$ cat config.mk
export PLATFORM = sky130hd
export DESIGN_NAME = rank_filter_top
export DESIGN_NICKNAME = d
export VERILOG_FILES = /design/src/logic/filter_ctrl_pkg.sv /design/src/logic/sample_pkg.sv /design/src/logic/window_if.sv /design/src/logic/rank_filter_top.sv /design/src/logic/rank_select.sv /design/src/logic/sample_window.sv /design/src/logic/sort3_net.sv /design/src/logic/sort5_pipe.sv
export VERILOG_INCLUDE_DIRS = /design/src /design/src/logic
export SDC_FILE = /design/constraint.sdc
export NUM_CORES = 1
export LEC_CHECK = 0
export ABC_AREA = 1
export BUFFER_PORTS_ARGS = -buffer_cell sky130_fd_sc_hd__buf_2
export CAP_MARGIN = 20
export CORE_ASPECT_RATIO = 0.5
export CORE_UTILIZATION = 30
export CTS_BUF_LIST = sky130_fd_sc_hd__clkbuf_16
export DETAILED_ROUTE_END_ITERATION = 8
export PLACE_DENSITY_LB_ADDON = 0.15
export SLEW_MARGIN = 20
export SYNTH_ARGS = -nofsm -noshare
export SYNTH_HDL_FRONTEND = slang
export SYNTH_SLANG_ARGS = --single-unit
$ cat constraint.sdc
create_clock -name clk -period 6 [get_ports clk]
set_input_delay 0.9 -clock clk [delete_from_list [all_inputs] [get_ports clk]]
set_output_delay 0.9 -clock clk [all_outputs]
set_load 0.02 [all_outputs]
$ cat src/logic/rank_filter_settings.svh
`ifndef RANK_FILTER_SETTINGS_SVH
`define RANK_FILTER_SETTINGS_SVH

// Bits per sample, also used for the spread
`define RF_SAMPLE_W    8

// Samples in one sliding window
`define RF_WINDOW_LEN  5

// Register stages between window and sorted output
`define RF_SORT_STAGES 3

`endif

$ cat src/logic/filter_ctrl_pkg.sv
package filter_ctrl_pkg;

  // Order statistic returned by the output stage
  typedef enum logic [2:0] {
    RANK_MIN  = 3'd0,
    RANK_LOW  = 3'd1,
    RANK_MED  = 3'd2,
    RANK_HIGH = 3'd3,
    RANK_MAX  = 3'd4
  } rank_e;

  // Window warm-up
  typedef enum logic {
    FILL = 1'b0,  // Fewer than five samples held
    RUN  = 1'b1   // Every new sample completes a window
  } fill_state_e;

endpackage

$ cat src/logic/sample_pkg.sv
`include "rank_filter_settings.svh"

package sample_pkg;

  // One input sample
  typedef logic [`RF_SAMPLE_W-1:0] sample_t;

  // Max minus min of a window, never negative
  typedef logic [`RF_SAMPLE_W-1:0] spread_t;

endpackage

$ cat src/logic/window_if.sv
`timescale 1ns/100ps

// *********************************************************************
// Five raw window samples, s1 oldest
// *********************************************************************
interface window_if import sample_pkg::*; ();
  sample_t s1;
  sample_t s2;
  sample_t s3;
  sample_t s4;
  sample_t s5;
  logic    win_valid;

  modport window (output s1, s2, s3, s4, s5, win_valid);
  modport sorter (input s1, s2, s3, s4, s5, win_valid);
endinterface

// *********************************************************************
// Five sorted values, min_v lowest
// *********************************************************************
interface sorted_if import sample_pkg::*; ();
  sample_t min_v;
  sample_t low_v;
  sample_t mid_v;
  sample_t high_v;
  sample_t max_v;
  logic    sort_valid;

  modport sorter (output min_v, low_v, mid_v, high_v, max_v, sort_valid);
  modport select (input min_v, low_v, mid_v, high_v, max_v, sort_valid);
endinterface

$ cat src/logic/rank_filter_top.sv
`timescale 1ns/100ps

module rank_filter_top import sample_pkg::*, filter_ctrl_pkg::*; (
  input  logic    clk,
  input  logic    rst_n,
  input  sample_t sample_i,
  input  logic    sample_valid_i,
  input  logic    flush_i,
  input  rank_e   rank_i,
  output sample_t result_o,
  output spread_t spread_o,
  output logic    result_valid_o
);

  window_if win_bus ();
  sorted_if srt_bus ();

  // Shift window, one strobe per full window
  sample_window u_window (
    .clk            (clk),
    .rst_n          (rst_n),
    .sample_i       (sample_i),
    .sample_valid_i (sample_valid_i),
    .flush_i        (flush_i),
    .win            (win_bus.window)
  );

  sort5_pipe u_sort (
    .clk   (clk),
    .rst_n (rst_n),
    .win   (win_bus.sorter),
    .srt   (srt_bus.sorter)
  );

  rank_select u_select (
    .clk            (clk),
    .rst_n          (rst_n),
    .rank_i         (rank_i),
    .srt            (srt_bus.select),
    .result_o       (result_o),
    .spread_o       (spread_o),
    .result_valid_o (result_valid_o)
  );

endmodule

$ cat src/logic/rank_select.sv
`timescale 1ns/100ps

module rank_select import sample_pkg::*, filter_ctrl_pkg::*; (
  input  logic     clk,
  input  logic     rst_n,
  input  rank_e    rank_i,
  sorted_if.select srt,
  output sample_t  result_o,
  output spread_t  spread_o,
  output logic     result_valid_o
);

  sample_t pick;

  always_comb begin
    case (rank_i)
      RANK_MIN:  pick = srt.min_v;
      RANK_LOW:  pick = srt.low_v;
      RANK_MED:  pick = srt.mid_v;
      RANK_HIGH: pick = srt.high_v;
      RANK_MAX:  pick = srt.max_v;
      default:   pick = srt.mid_v;  // Undefined codes give the median
    endcase
  end

  always_ff @(posedge clk) begin
    if (!rst_n) begin
      result_o       <= '0;
      spread_o       <= '0;
      result_valid_o <= 1'b0;
    end else begin
      result_valid_o <= srt.sort_valid;
      if (srt.sort_valid) begin
        result_o <= pick;
        spread_o <= srt.max_v - srt.min_v;  // Ordered inputs, no wrap
      end
    end
  end

  // Rank must be settled before a sorted window reaches this stage
  a_rank_stable: assert property (@(posedge clk) disable iff (!rst_n)
    srt.sort_valid |-> $stable(rank_i));

endmodule

$ cat src/logic/sample_window.sv
`timescale 1ns/100ps
`include "rank_filter_settings.svh"

module sample_window import sample_pkg::*, filter_ctrl_pkg::*; (
  input  logic     clk,
  input  logic     rst_n,
  input  sample_t  sample_i,
  input  logic     sample_valid_i,
  input  logic     flush_i,
  window_if.window win
);

  fill_state_e state;
  logic [$clog2(`RF_WINDOW_LEN + 1)-1:0] fill_cnt;
  sample_t taps [`RF_WINDOW_LEN];  // Index 0 oldest
  logic    win_valid_q;

  always_ff @(posedge clk) begin
    if (!rst_n || flush_i) begin  // Flush wins over a sample
      state       <= FILL;
      fill_cnt    <= '0;
      win_valid_q <= 1'b0;
      for (int i = 0; i < `RF_WINDOW_LEN; i++) begin
        taps[i] <= '0;
      end
    end else begin
      win_valid_q <= 1'b0;
      if (sample_valid_i) begin
        for (int i = 0; i < `RF_WINDOW_LEN - 1; i++) begin
          taps[i] <= taps[i+1];
        end
        taps[`RF_WINDOW_LEN-1] <= sample_i;

        case (state)
          FILL: begin
            fill_cnt <= fill_cnt + 1'b1;
            if (fill_cnt == `RF_WINDOW_LEN - 1) begin  // Fifth sample
              state       <= RUN;
              win_valid_q <= 1'b1;
            end
          end
          RUN: win_valid_q <= 1'b1;
        endcase
      end
    end
  end

  assign win.s1        = taps[0];
  assign win.s2        = taps[1];
  assign win.s3        = taps[2];
  assign win.s4        = taps[3];
  assign win.s5        = taps[4];
  assign win.win_valid = win_valid_q;

  a_flush_quiet: assert property (@(posedge clk) disable iff (!rst_n)
    flush_i |=> !win.win_valid);

  a_fill_bound: assert property (@(posedge clk) disable iff (!rst_n)
    fill_cnt <= `RF_WINDOW_LEN);

endmodule

$ cat src/logic/sort3_net.sv
`timescale 1ns/100ps

module sort3_net import sample_pkg::*; (
  input  sample_t a_i,
  input  sample_t b_i,
  input  sample_t c_i,
  output sample_t max_o,
  output sample_t med_o,
  output sample_t min_o
);

  sample_t ab_lo;
  sample_t ab_hi;
  sample_t hc_lo;

  // Exchange a and b
  assign ab_lo = (a_i < b_i) ? a_i : b_i;
  assign ab_hi = (a_i < b_i) ? b_i : a_i;

  // Larger of the pair against c
  assign max_o = (ab_hi < c_i) ? c_i : ab_hi;
  assign hc_lo = (ab_hi < c_i) ? ab_hi : c_i;

  assign med_o = (ab_lo < hc_lo) ? hc_lo : ab_lo;
  assign min_o = (ab_lo < hc_lo) ? ab_lo : hc_lo;

endmodule

$ cat src/logic/sort5_pipe.sv
`timescale 1ns/100ps
`include "rank_filter_settings.svh"

module sort5_pipe import sample_pkg::*; (
  input  logic     clk,
  input  logic     rst_n,
  window_if.sorter win,
  sorted_if.sorter srt
);

  sample_t sn1_max, sn1_med, sn1_min;
  sample_t sn2_max, sn2_med, sn2_min;
  sample_t sn3_max, sn3_med, sn3_min;

  sample_t p1_s4, p1_s5, p1_max, p1_med, p1_min;
  logic    p1_valid;
  sample_t p2_max, p2_med, p2_min, p2_med1, p2_min1;
  logic    p2_valid;
  sample_t p3_high, p3_med, p3_min, p3_min1, p3_max;
  logic    p3_valid;

  // *******************************************************************
  // Stage 1: three oldest samples
  // *******************************************************************
  sort3_net u_sn1 (
    .a_i   (win.s1),
    .b_i   (win.s2),
    .c_i   (win.s3),
    .max_o (sn1_max),
    .med_o (sn1_med),
    .min_o (sn1_min)
  );

  always_ff @(posedge clk) begin
    if (!rst_n) begin
      p1_s4    <= '0;
      p1_s5    <= '0;
      p1_max   <= '0;
      p1_med   <= '0;
      p1_min   <= '0;
      p1_valid <= 1'b0;
    end else begin
      p1_s4    <= win.s4;
      p1_s5    <= win.s5;
      p1_max   <= sn1_max;
      p1_med   <= sn1_med;
      p1_min   <= sn1_min;
      p1_valid <= win.win_valid;
    end
  end

  // *******************************************************************
  // Stage 2: old max against the two newest, gives global max
  // *******************************************************************
  sort3_net u_sn2 (
    .a_i   (p1_max),
    .b_i   (p1_s4),
    .c_i   (p1_s5),
    .max_o (sn2_max),
    .med_o (sn2_med),
    .min_o (sn2_min)
  );

  always_ff @(posedge clk) begin
    if (!rst_n) begin
      p2_max   <= '0;
      p2_med   <= '0;
      p2_min   <= '0;
      p2_med1  <= '0;
      p2_min1  <= '0;
      p2_valid <= 1'b0;
    end else begin
      p2_max   <= sn2_max;
      p2_med   <= sn2_med;
      p2_min   <= sn2_min;
      p2_med1  <= p1_med;   // Carried from stage 1
      p2_min1  <= p1_min;
      p2_valid <= p1_valid;
    end
  end

  // *******************************************************************
  // Stage 3: middle candidates, top of them is the fourth rank
  // *******************************************************************
  sort3_net u_sn3 (
    .a_i   (p2_med1),
    .b_i   (p2_med),
    .c_i   (p2_min),
    .max_o (sn3_max),
    .med_o (sn3_med),
    .min_o (sn3_min)
  );

  always_ff @(posedge clk) begin
    if (!rst_n) begin
      p3_high  <= '0;
      p3_med   <= '0;
      p3_min   <= '0;
      p3_min1  <= '0;
      p3_max   <= '0;
      p3_valid <= 1'b0;
    end else begin
      p3_high  <= sn3_max;
      p3_med   <= sn3_med;
      p3_min   <= sn3_min;
      p3_min1  <= p2_min1;
      p3_max   <= p2_max;
      p3_valid <= p2_valid;
    end
  end

  // Three lowest, combinational after the last register
  sort3_net u_sn4 (
    .a_i   (p3_min1),
    .b_i   (p3_med),
    .c_i   (p3_min),
    .max_o (srt.mid_v),
    .med_o (srt.low_v),
    .min_o (srt.min_v)
  );

  assign srt.high_v     = p3_high;
  assign srt.max_v      = p3_max;
  assign srt.sort_valid = p3_valid;

  a_sort_order: assert property (@(posedge clk) disable iff (!rst_n)
    srt.sort_valid |-> (srt.min_v <= srt.low_v) && (srt.low_v <= srt.mid_v) &&
                       (srt.mid_v <= srt.high_v) && (srt.high_v <= srt.max_v));

  // Fixed latency, one result per window
  a_sort_latency: assert property (@(posedge clk) disable iff (!rst_n)
    srt.sort_valid == $past(win.win_valid, `RF_SORT_STAGES));

endmodule

# Yosys cells after proc, flatten, opt, wreduce, memory -nomap -nowiden
# Memories as Yosys holds them, arrays and structs flattened.
# Index checks and enable logic that the tools add are counted.
[classes]
n_addsub = 2
order_cmp = 12
n_eq_ne = 4
muxes = 38
n_bitwise = 7
n_reduce_logical = 5
[ops]
columns = ["operator", "count"]
rows = [
  ["two-way mux 8 bit", 29],
  ["< comparator 8 bit", 12],
  ["one-hot mux 8 bit (4 select lines)", 1],
  ["subtractor 8 bit", 1],
  ["two-way mux 1 bit", 7],
  ["equality test 3 bit, second input constant", 2],
  ["OR 1 bit", 5],
  ["adder 3 x 1 -> 3 bit, second input constant", 1],
  ["equality test 3 x 1 -> 1 bit, second input constant", 1],
  ["equality test 3 x 2 -> 1 bit, second input constant", 1],
  ["zero test 3 bit", 1],
  ["inverter 1 bit", 2],
  ["one-hot mux 1 bit (2 select lines)", 1],
  ["AND reduction 2 bit", 1],
  ["OR reduction 2 bit", 1],
  ["zero test 1 bit", 1],
  ["logical OR 1 bit", 1],
]
[word_totals]
regBits = 145
mem_bits_rw = 40
input_bits = 15
output_inout_bits = 17
word_cells = 93
mem_count = 1
[mem_list]
columns = ["memory", "depth", "width", "read_ports", "rd_clocked_by_memory_dff", "wr", "line", "rtl"]
rows = [
  ["u_window.taps", 5, 8, 5, 0, 5, "sample_window.sv:15", "sample_t taps [`RF_WINDOW_LEN];"],
]

# Logic depth before layout (Yosys ltp)
[logic_depth]
word_depth = 7
depth_mapped = 45

# Modules after synthesis
# From an unflattened synthesis, not the netlist that was laid out.
[unflattened]
hier_cells = 1647
hier_area_um2 = 11385.9
[modules_own_cells]
columns = ["mod", "instances", "cells_per_inst", "area_per_inst_um2"]
rows = [
  ["sort5_pipe", 1, 383, 3505.9],
  ["sort3_net at u_sort.u_sn1 ...", 2, 222, 1147.4],
  ["sample_window", 1, 158, 1821.7],
  ["rank_select", 1, 215, 1457.6],
  ["sort3_net at u_sort.u_sn3", 1, 224, 1153.6],
  ["sort3_net at u_sort.u_sn4", 1, 223, 1152.4],
]

# Worst setup path before layout
# Ideal clock, no wire load.
[synth_timing]
path_kind = "register to register"
startpoint = "register u_sort.p3_med[7]"
endpoint = "register u_select.spread_o[5]"
arrival_time_ns = 5.845
required_ns = 5.887
path_slack_ns = 0.042
path_stages_with_launch = 39
n_path_buf = 6
path_cell_list = "dfxtp_1 inv_1 ha_1 nand2_1 inv_1 nor2_1 o21a_1 nand2_2 buf_2 buf_2 buf_2 o21ai_0 ha_1 nand2_1 nor2_1 a211oi_1 nand2_4 buf_2 [... 3 more ...] a21oi_1 nor2_1 a211oi_1 nand2_4 buf_6 buf_4 nand2_1 o21ai_0 ha_1 a21o_1 nand2_1 nand2_1 nand3_1 nand2_1 nand2_1 nand2_1 o21ai_1 inv_1"
[synth_between]
elab_chain_cells = 7
elab_cells_between_ends = 8
cone_classes = "add/sub: 1; order compare: 3; mux: 4"
[synth_rtl]
columns = ["item", "line", "rtl"]
rows = [
  ["start, declared", "sort5_pipe.sv:19", "sample_t p3_high, p3_med, p3_min, p3_min1, p3_max;"],
  ["start signal, assigned", "sort5_pipe.sv:104", "p3_med <= sn3_med;"],
  ["< comparator 8 bit", "sort3_net.sv:17, sort3_net.sv:18", ""],
  ["two-way mux 8 bit", "sort3_net.sv:18", "assign ab_hi = (a_i < b_i) ? b_i : a_i;"],
  ["< comparator 8 bit", "sort3_net.sv:22", "assign hc_lo = (ab_hi < c_i) ? ab_hi : c_i;"],
  ["two-way mux 8 bit", "sort3_net.sv:22", ""],
  ["< comparator 8 bit", "sort3_net.sv:25", "assign min_o = (ab_lo < hc_lo) ? ab_lo : hc_lo;"],
  ["two-way mux 8 bit *", "sort3_net.sv:25", ""],
  ["subtractor 8 bit *", "rank_select.sv:35", "spread_o <= srt.max_v - srt.min_v;"],
  ["end signal, assigned", "rank_select.sv:35", ""],
  ["end, declared", "rank_select.sv:9", "output spread_t spread_o,"],
]
# Every way passes the cells marked *; elsewhere a longest branch is shown, timed or not.
# A chain may end at the register's enable or synchronous reset.

# Final worst setup path
[layout_timing]
startpoint = "register u_sort.p3_min1[7]"
endpoint = "register u_select.spread_o[4]"
[layout_between]
elab_chain_cells = 7
elab_cells_between_ends = 8
cone_classes = "add/sub: 1; order compare: 3; mux: 4"
[layout_rtl]
columns = ["item", "line", "rtl"]
rows = [
  ["start, declared", "sort5_pipe.sv:19", ""],
  ["start signal, assigned", "sort5_pipe.sv:106", "p3_min1 <= p2_min1;"],
  ["< comparator 8 bit", "sort3_net.sv:17, sort3_net.sv:18", ""],
  ["two-way mux 8 bit", "sort3_net.sv:18", ""],
  ["< comparator 8 bit", "sort3_net.sv:22", ""],
  ["two-way mux 8 bit", "sort3_net.sv:22", ""],
  ["< comparator 8 bit", "sort3_net.sv:25", ""],
  ["two-way mux 8 bit *", "sort3_net.sv:25", ""],
  ["subtractor 8 bit *", "rank_select.sv:35", ""],
]
# Marked as above.

==> run metrics <==
crit path kind=reg -> reg; top cell type's share of synthesized area=between 20% and 30%; Max clock buf depth=2; max_cap viols=0; Worst EP arrival=about 5.7 ns; Distinct cells, synth=36; CP top delay family=simple AND/OR/NAND/NOR gates; Clock Latency Late Sink=0.45 ns; post-detailed-route count of antenna-violating nets=0; # IOs=32; min Tclk post-route=5.363 ns; Core Box Area=approximately 0.034 sq mm; total negative slack=0 ns; Filler cells=3554; # setup viols final=0; vias per cell=4.565; Setup crit end kind=flip-flop; status=completed; CTS tree=done; crit-path max FO=31; largest net degree at the start of global routing=92; final slew viol count=0; top post-synthesis cells by area=dfxtp_1, edfxtp_1, nand2_1; Worst-path clk slew=0.07 ns; Rows=47; RePlAce Congestion=0.8871; slowest library cell on the worst path=fa_1; Post-Layout Cell Count=1911; DP HPWL=~20 mm; count leader, synth=nand2_1; Top FF cell, synth=dfxtp_1; Die Width=264.7 um; async set-or-reset flop fraction in the synthesized netlist=0%; mean post-synth cell area=7.131 sq um; Gate Count Post-Synth=1452; Die ar.=0.03531 sq mm; initial DRC count=510; WL per Instance=roughly 14 um; Antenna Diode Count=0; via count=8723; initial antenna violation count=0; routed wire length=26.21 mm; Fmax=186.5 MHz; Ys Warns=0; Tcrit/Tclk final=89.38%; # nets final=1560; Cells after DPL=1879; area added between synthesis and finish=11.90%; GRT Overall Usage=15.40%; HP Class=reg -> reg; Num CTS Buffers=17; grt ovf=0; vias in the first global route=8092; sequential cell area fraction in the yosys report=39.63%; die outline height=~130 um; most frequent cells after synthesis=nand2_1, inv_1, nor2_1; port bufs=31; drt first pass iters=5; clk sinks=185; Initial Util=30.89%; CP required=6.34 ns; Post-synth EDFFs=40; RSZ-0062 raised after global routing=false; Crit path largest cell delay=0.40 ns; skew final=between 0.01 and 0.015 ns; Post-route DRC=0; flops & latches, synth=185; Worst Tran Pin Value=approximately 1.0 ns; CTS root buffer=clkbuf_16; slew margin rel.=33.36%; final hold violations=0; hold_ws=just over 0.4 ns; Buf/Inv on CP=6; H-tree level count=4; layout cells sized above 1=7.279%; Syn Std Cell Area=0.01035 sq mm; Synthesized Nets=1555; global-route wire length before repair=42.65 mm; Setup crit start kind=flip-flop; cell taking the most area after synthesis=dfxtp_1
[state kept, by name, indices dropped and copies added (netlist names), 3 cells and up]
signal             count
u_sort.p3_med          8
u_window.taps         40
u_sort.p2_max          8
u_select.result_o      8
u_sort.p3_min1         8
u_sort.p3_min          8
u_sort.p2_min          8
u_sort.p1_s4           8
u_window.fill_cnt      3
u_sort.p1_max          8
u_sort.srt.max_v       8
u_sort.p1_min          8
u_select.spread_o      8
u_sort.p2_med1         8
u_sort.p1_s5           8
u_sort.srt.high_v      8
u_sort.p2_med          8
u_sort.p1_med          8
u_sort.p2_min1         8
[what timing repair did]
item / in CTS / in global routing
resized for setup: 0 / 9
endpoints found under the setup margin: 0 / 7
buffers inserted: 0 / 0
endpoints found under the hold margin: 0 / 0
hold buffers: 0 / 0
[through the flow]
step	utilization (%)	area, sq um	setup slack, ns
after floorplan	-	10350	0.04193
after global placement	32.59	10920	0.2922
after detailed placement	32.59	10920	0.1621
after CTS	34.52	11570	0.1410
after global routing	34.57	11590	0.05332
final	34.57	11590	0.6374
[tightest hold or removal path: stages, from the launching register on]
cell and delay (ns):
dfxtp_1 0.31, nand2_1 0.05, inv_1 0.04
[placed cells by master, fill, tap and decap left out, types with 2 or more instances in the layout]
| cell type | synthesis | final |
|---|---|---|
| nand2_1 | 302 | 302 |
| inv_1 | 244 | 244 |
| nor2_1 | 164 | 164 |
| dfxtp_1 | 145 | 145 |
| o21ai_0 | 134 | 128 |
| a21oi_1 | 117 | 117 |
| ha_1 | 87 | 87 |
| nand3_1 | 72 | 72 |
| edfxtp_1 | 40 | 40 |
| buf_2 | 13 | 30 |
| clkbuf_16 | 0 | 18 |
| nand2_2 | 16 | 15 |
| o21ai_1 | 8 | 14 |
| buf_4 | 1 | 12 |
| o211ai_1 | 8 | 8 |
| a21boi_0 | 6 | 6 |
| nand4_1 | 5 | 5 |
| a211oi_1 | 9 | 5 |
| nand3_2 | 5 | 5 |
| a31oi_1 | 5 | 5 |
| o22ai_1 | 5 | 5 |
| nand2_4 | 3 | 4 |
| a211oi_2 | 0 | 4 |
| inv_8 | 0 | 4 |
| o21a_1 | 3 | 3 |
| inv_2 | 3 | 3 |
| nor3_1 | 4 | 3 |
| clkinv_8 | 0 | 3 |
| clkinv_4 | 0 | 3 |
| xnor2_1 | 2 | 2 |
| nor4_1 | 2 | 2 |
| inv_6 | 0 | 2 |
| bufinv_16 | 0 | 2 |
[layout make-up]
class | count | area (sq um) | share of cell area [%]
Clock buffer | 18 | 450.4 | 3.887
Multi-Input combinational cell | 964 | 5116 | 44.15
Timing Repair Buffer | 42 | 240.2 | 2.073
Clock inverter | 14 | 197.7 | 1.706
Sequential cell | 185 | 4104 | 35.42
Inverter | 247 | 927.1 | 8.001
Tap cell | 441 | 551.8 | 4.762
[routing by layer]
metal / share of wire, % / vias up / wire [um] / track usage [%]
met3: 2.7 / 18 / 705 / 2.625
met1: 53 / 3939 / 13780 / 21.77
li1: - / 4649 / - / -
met5: 0 / - / 0 / 0
met4: 1.2 / 0 / 318 / 4.399
met2: 44 / 117 / 11410 / 24.08
[cells by family (layout without fill, tap and decap cells)]
family                     after synthesis  in the layout  share of synthesized area (%)
AOI/OAI and AO/OA                      300            300                          15.39
xor gates and xnor gates                 3              3                         0.2538
adders and majority gates               88             88                          10.71
buffers and inverters                  303            321                          11.25
DFF                                    185            185                          39.63
and+or+nand+nor                        573            573                          22.76
[worst paths after layout]
| path | startpoint | endpoint | slack (ns) | depth (start not counted) |
|---|---|---|---|---|
| worst min register to register | u_sort.p1_med[1]$_SDFF_PN0_ | u_sort.p2_med1[1]$_SDFF_PN0_ | 0.41 | 2 |
| worst max-delay path | u_sort.p3_min1[7]$_SDFF_PN0_ | u_select.spread_o[4]$_SDFFE_PN0P_ | 0.64 | 33 |
| worst max register to register | u_sort.p3_min1[7]$_SDFF_PN0_ | u_select.spread_o[4]$_SDFFE_PN0P_ | 0.64 | 33 |
| worst min-delay path | u_sort.p1_med[1]$_SDFF_PN0_ | u_sort.p2_med1[1]$_SDFF_PN0_ | 0.41 | 2 |
Power is not shown: default switching activity piles up to over one toggle a cycle in this logic, so the estimate is an artifact.
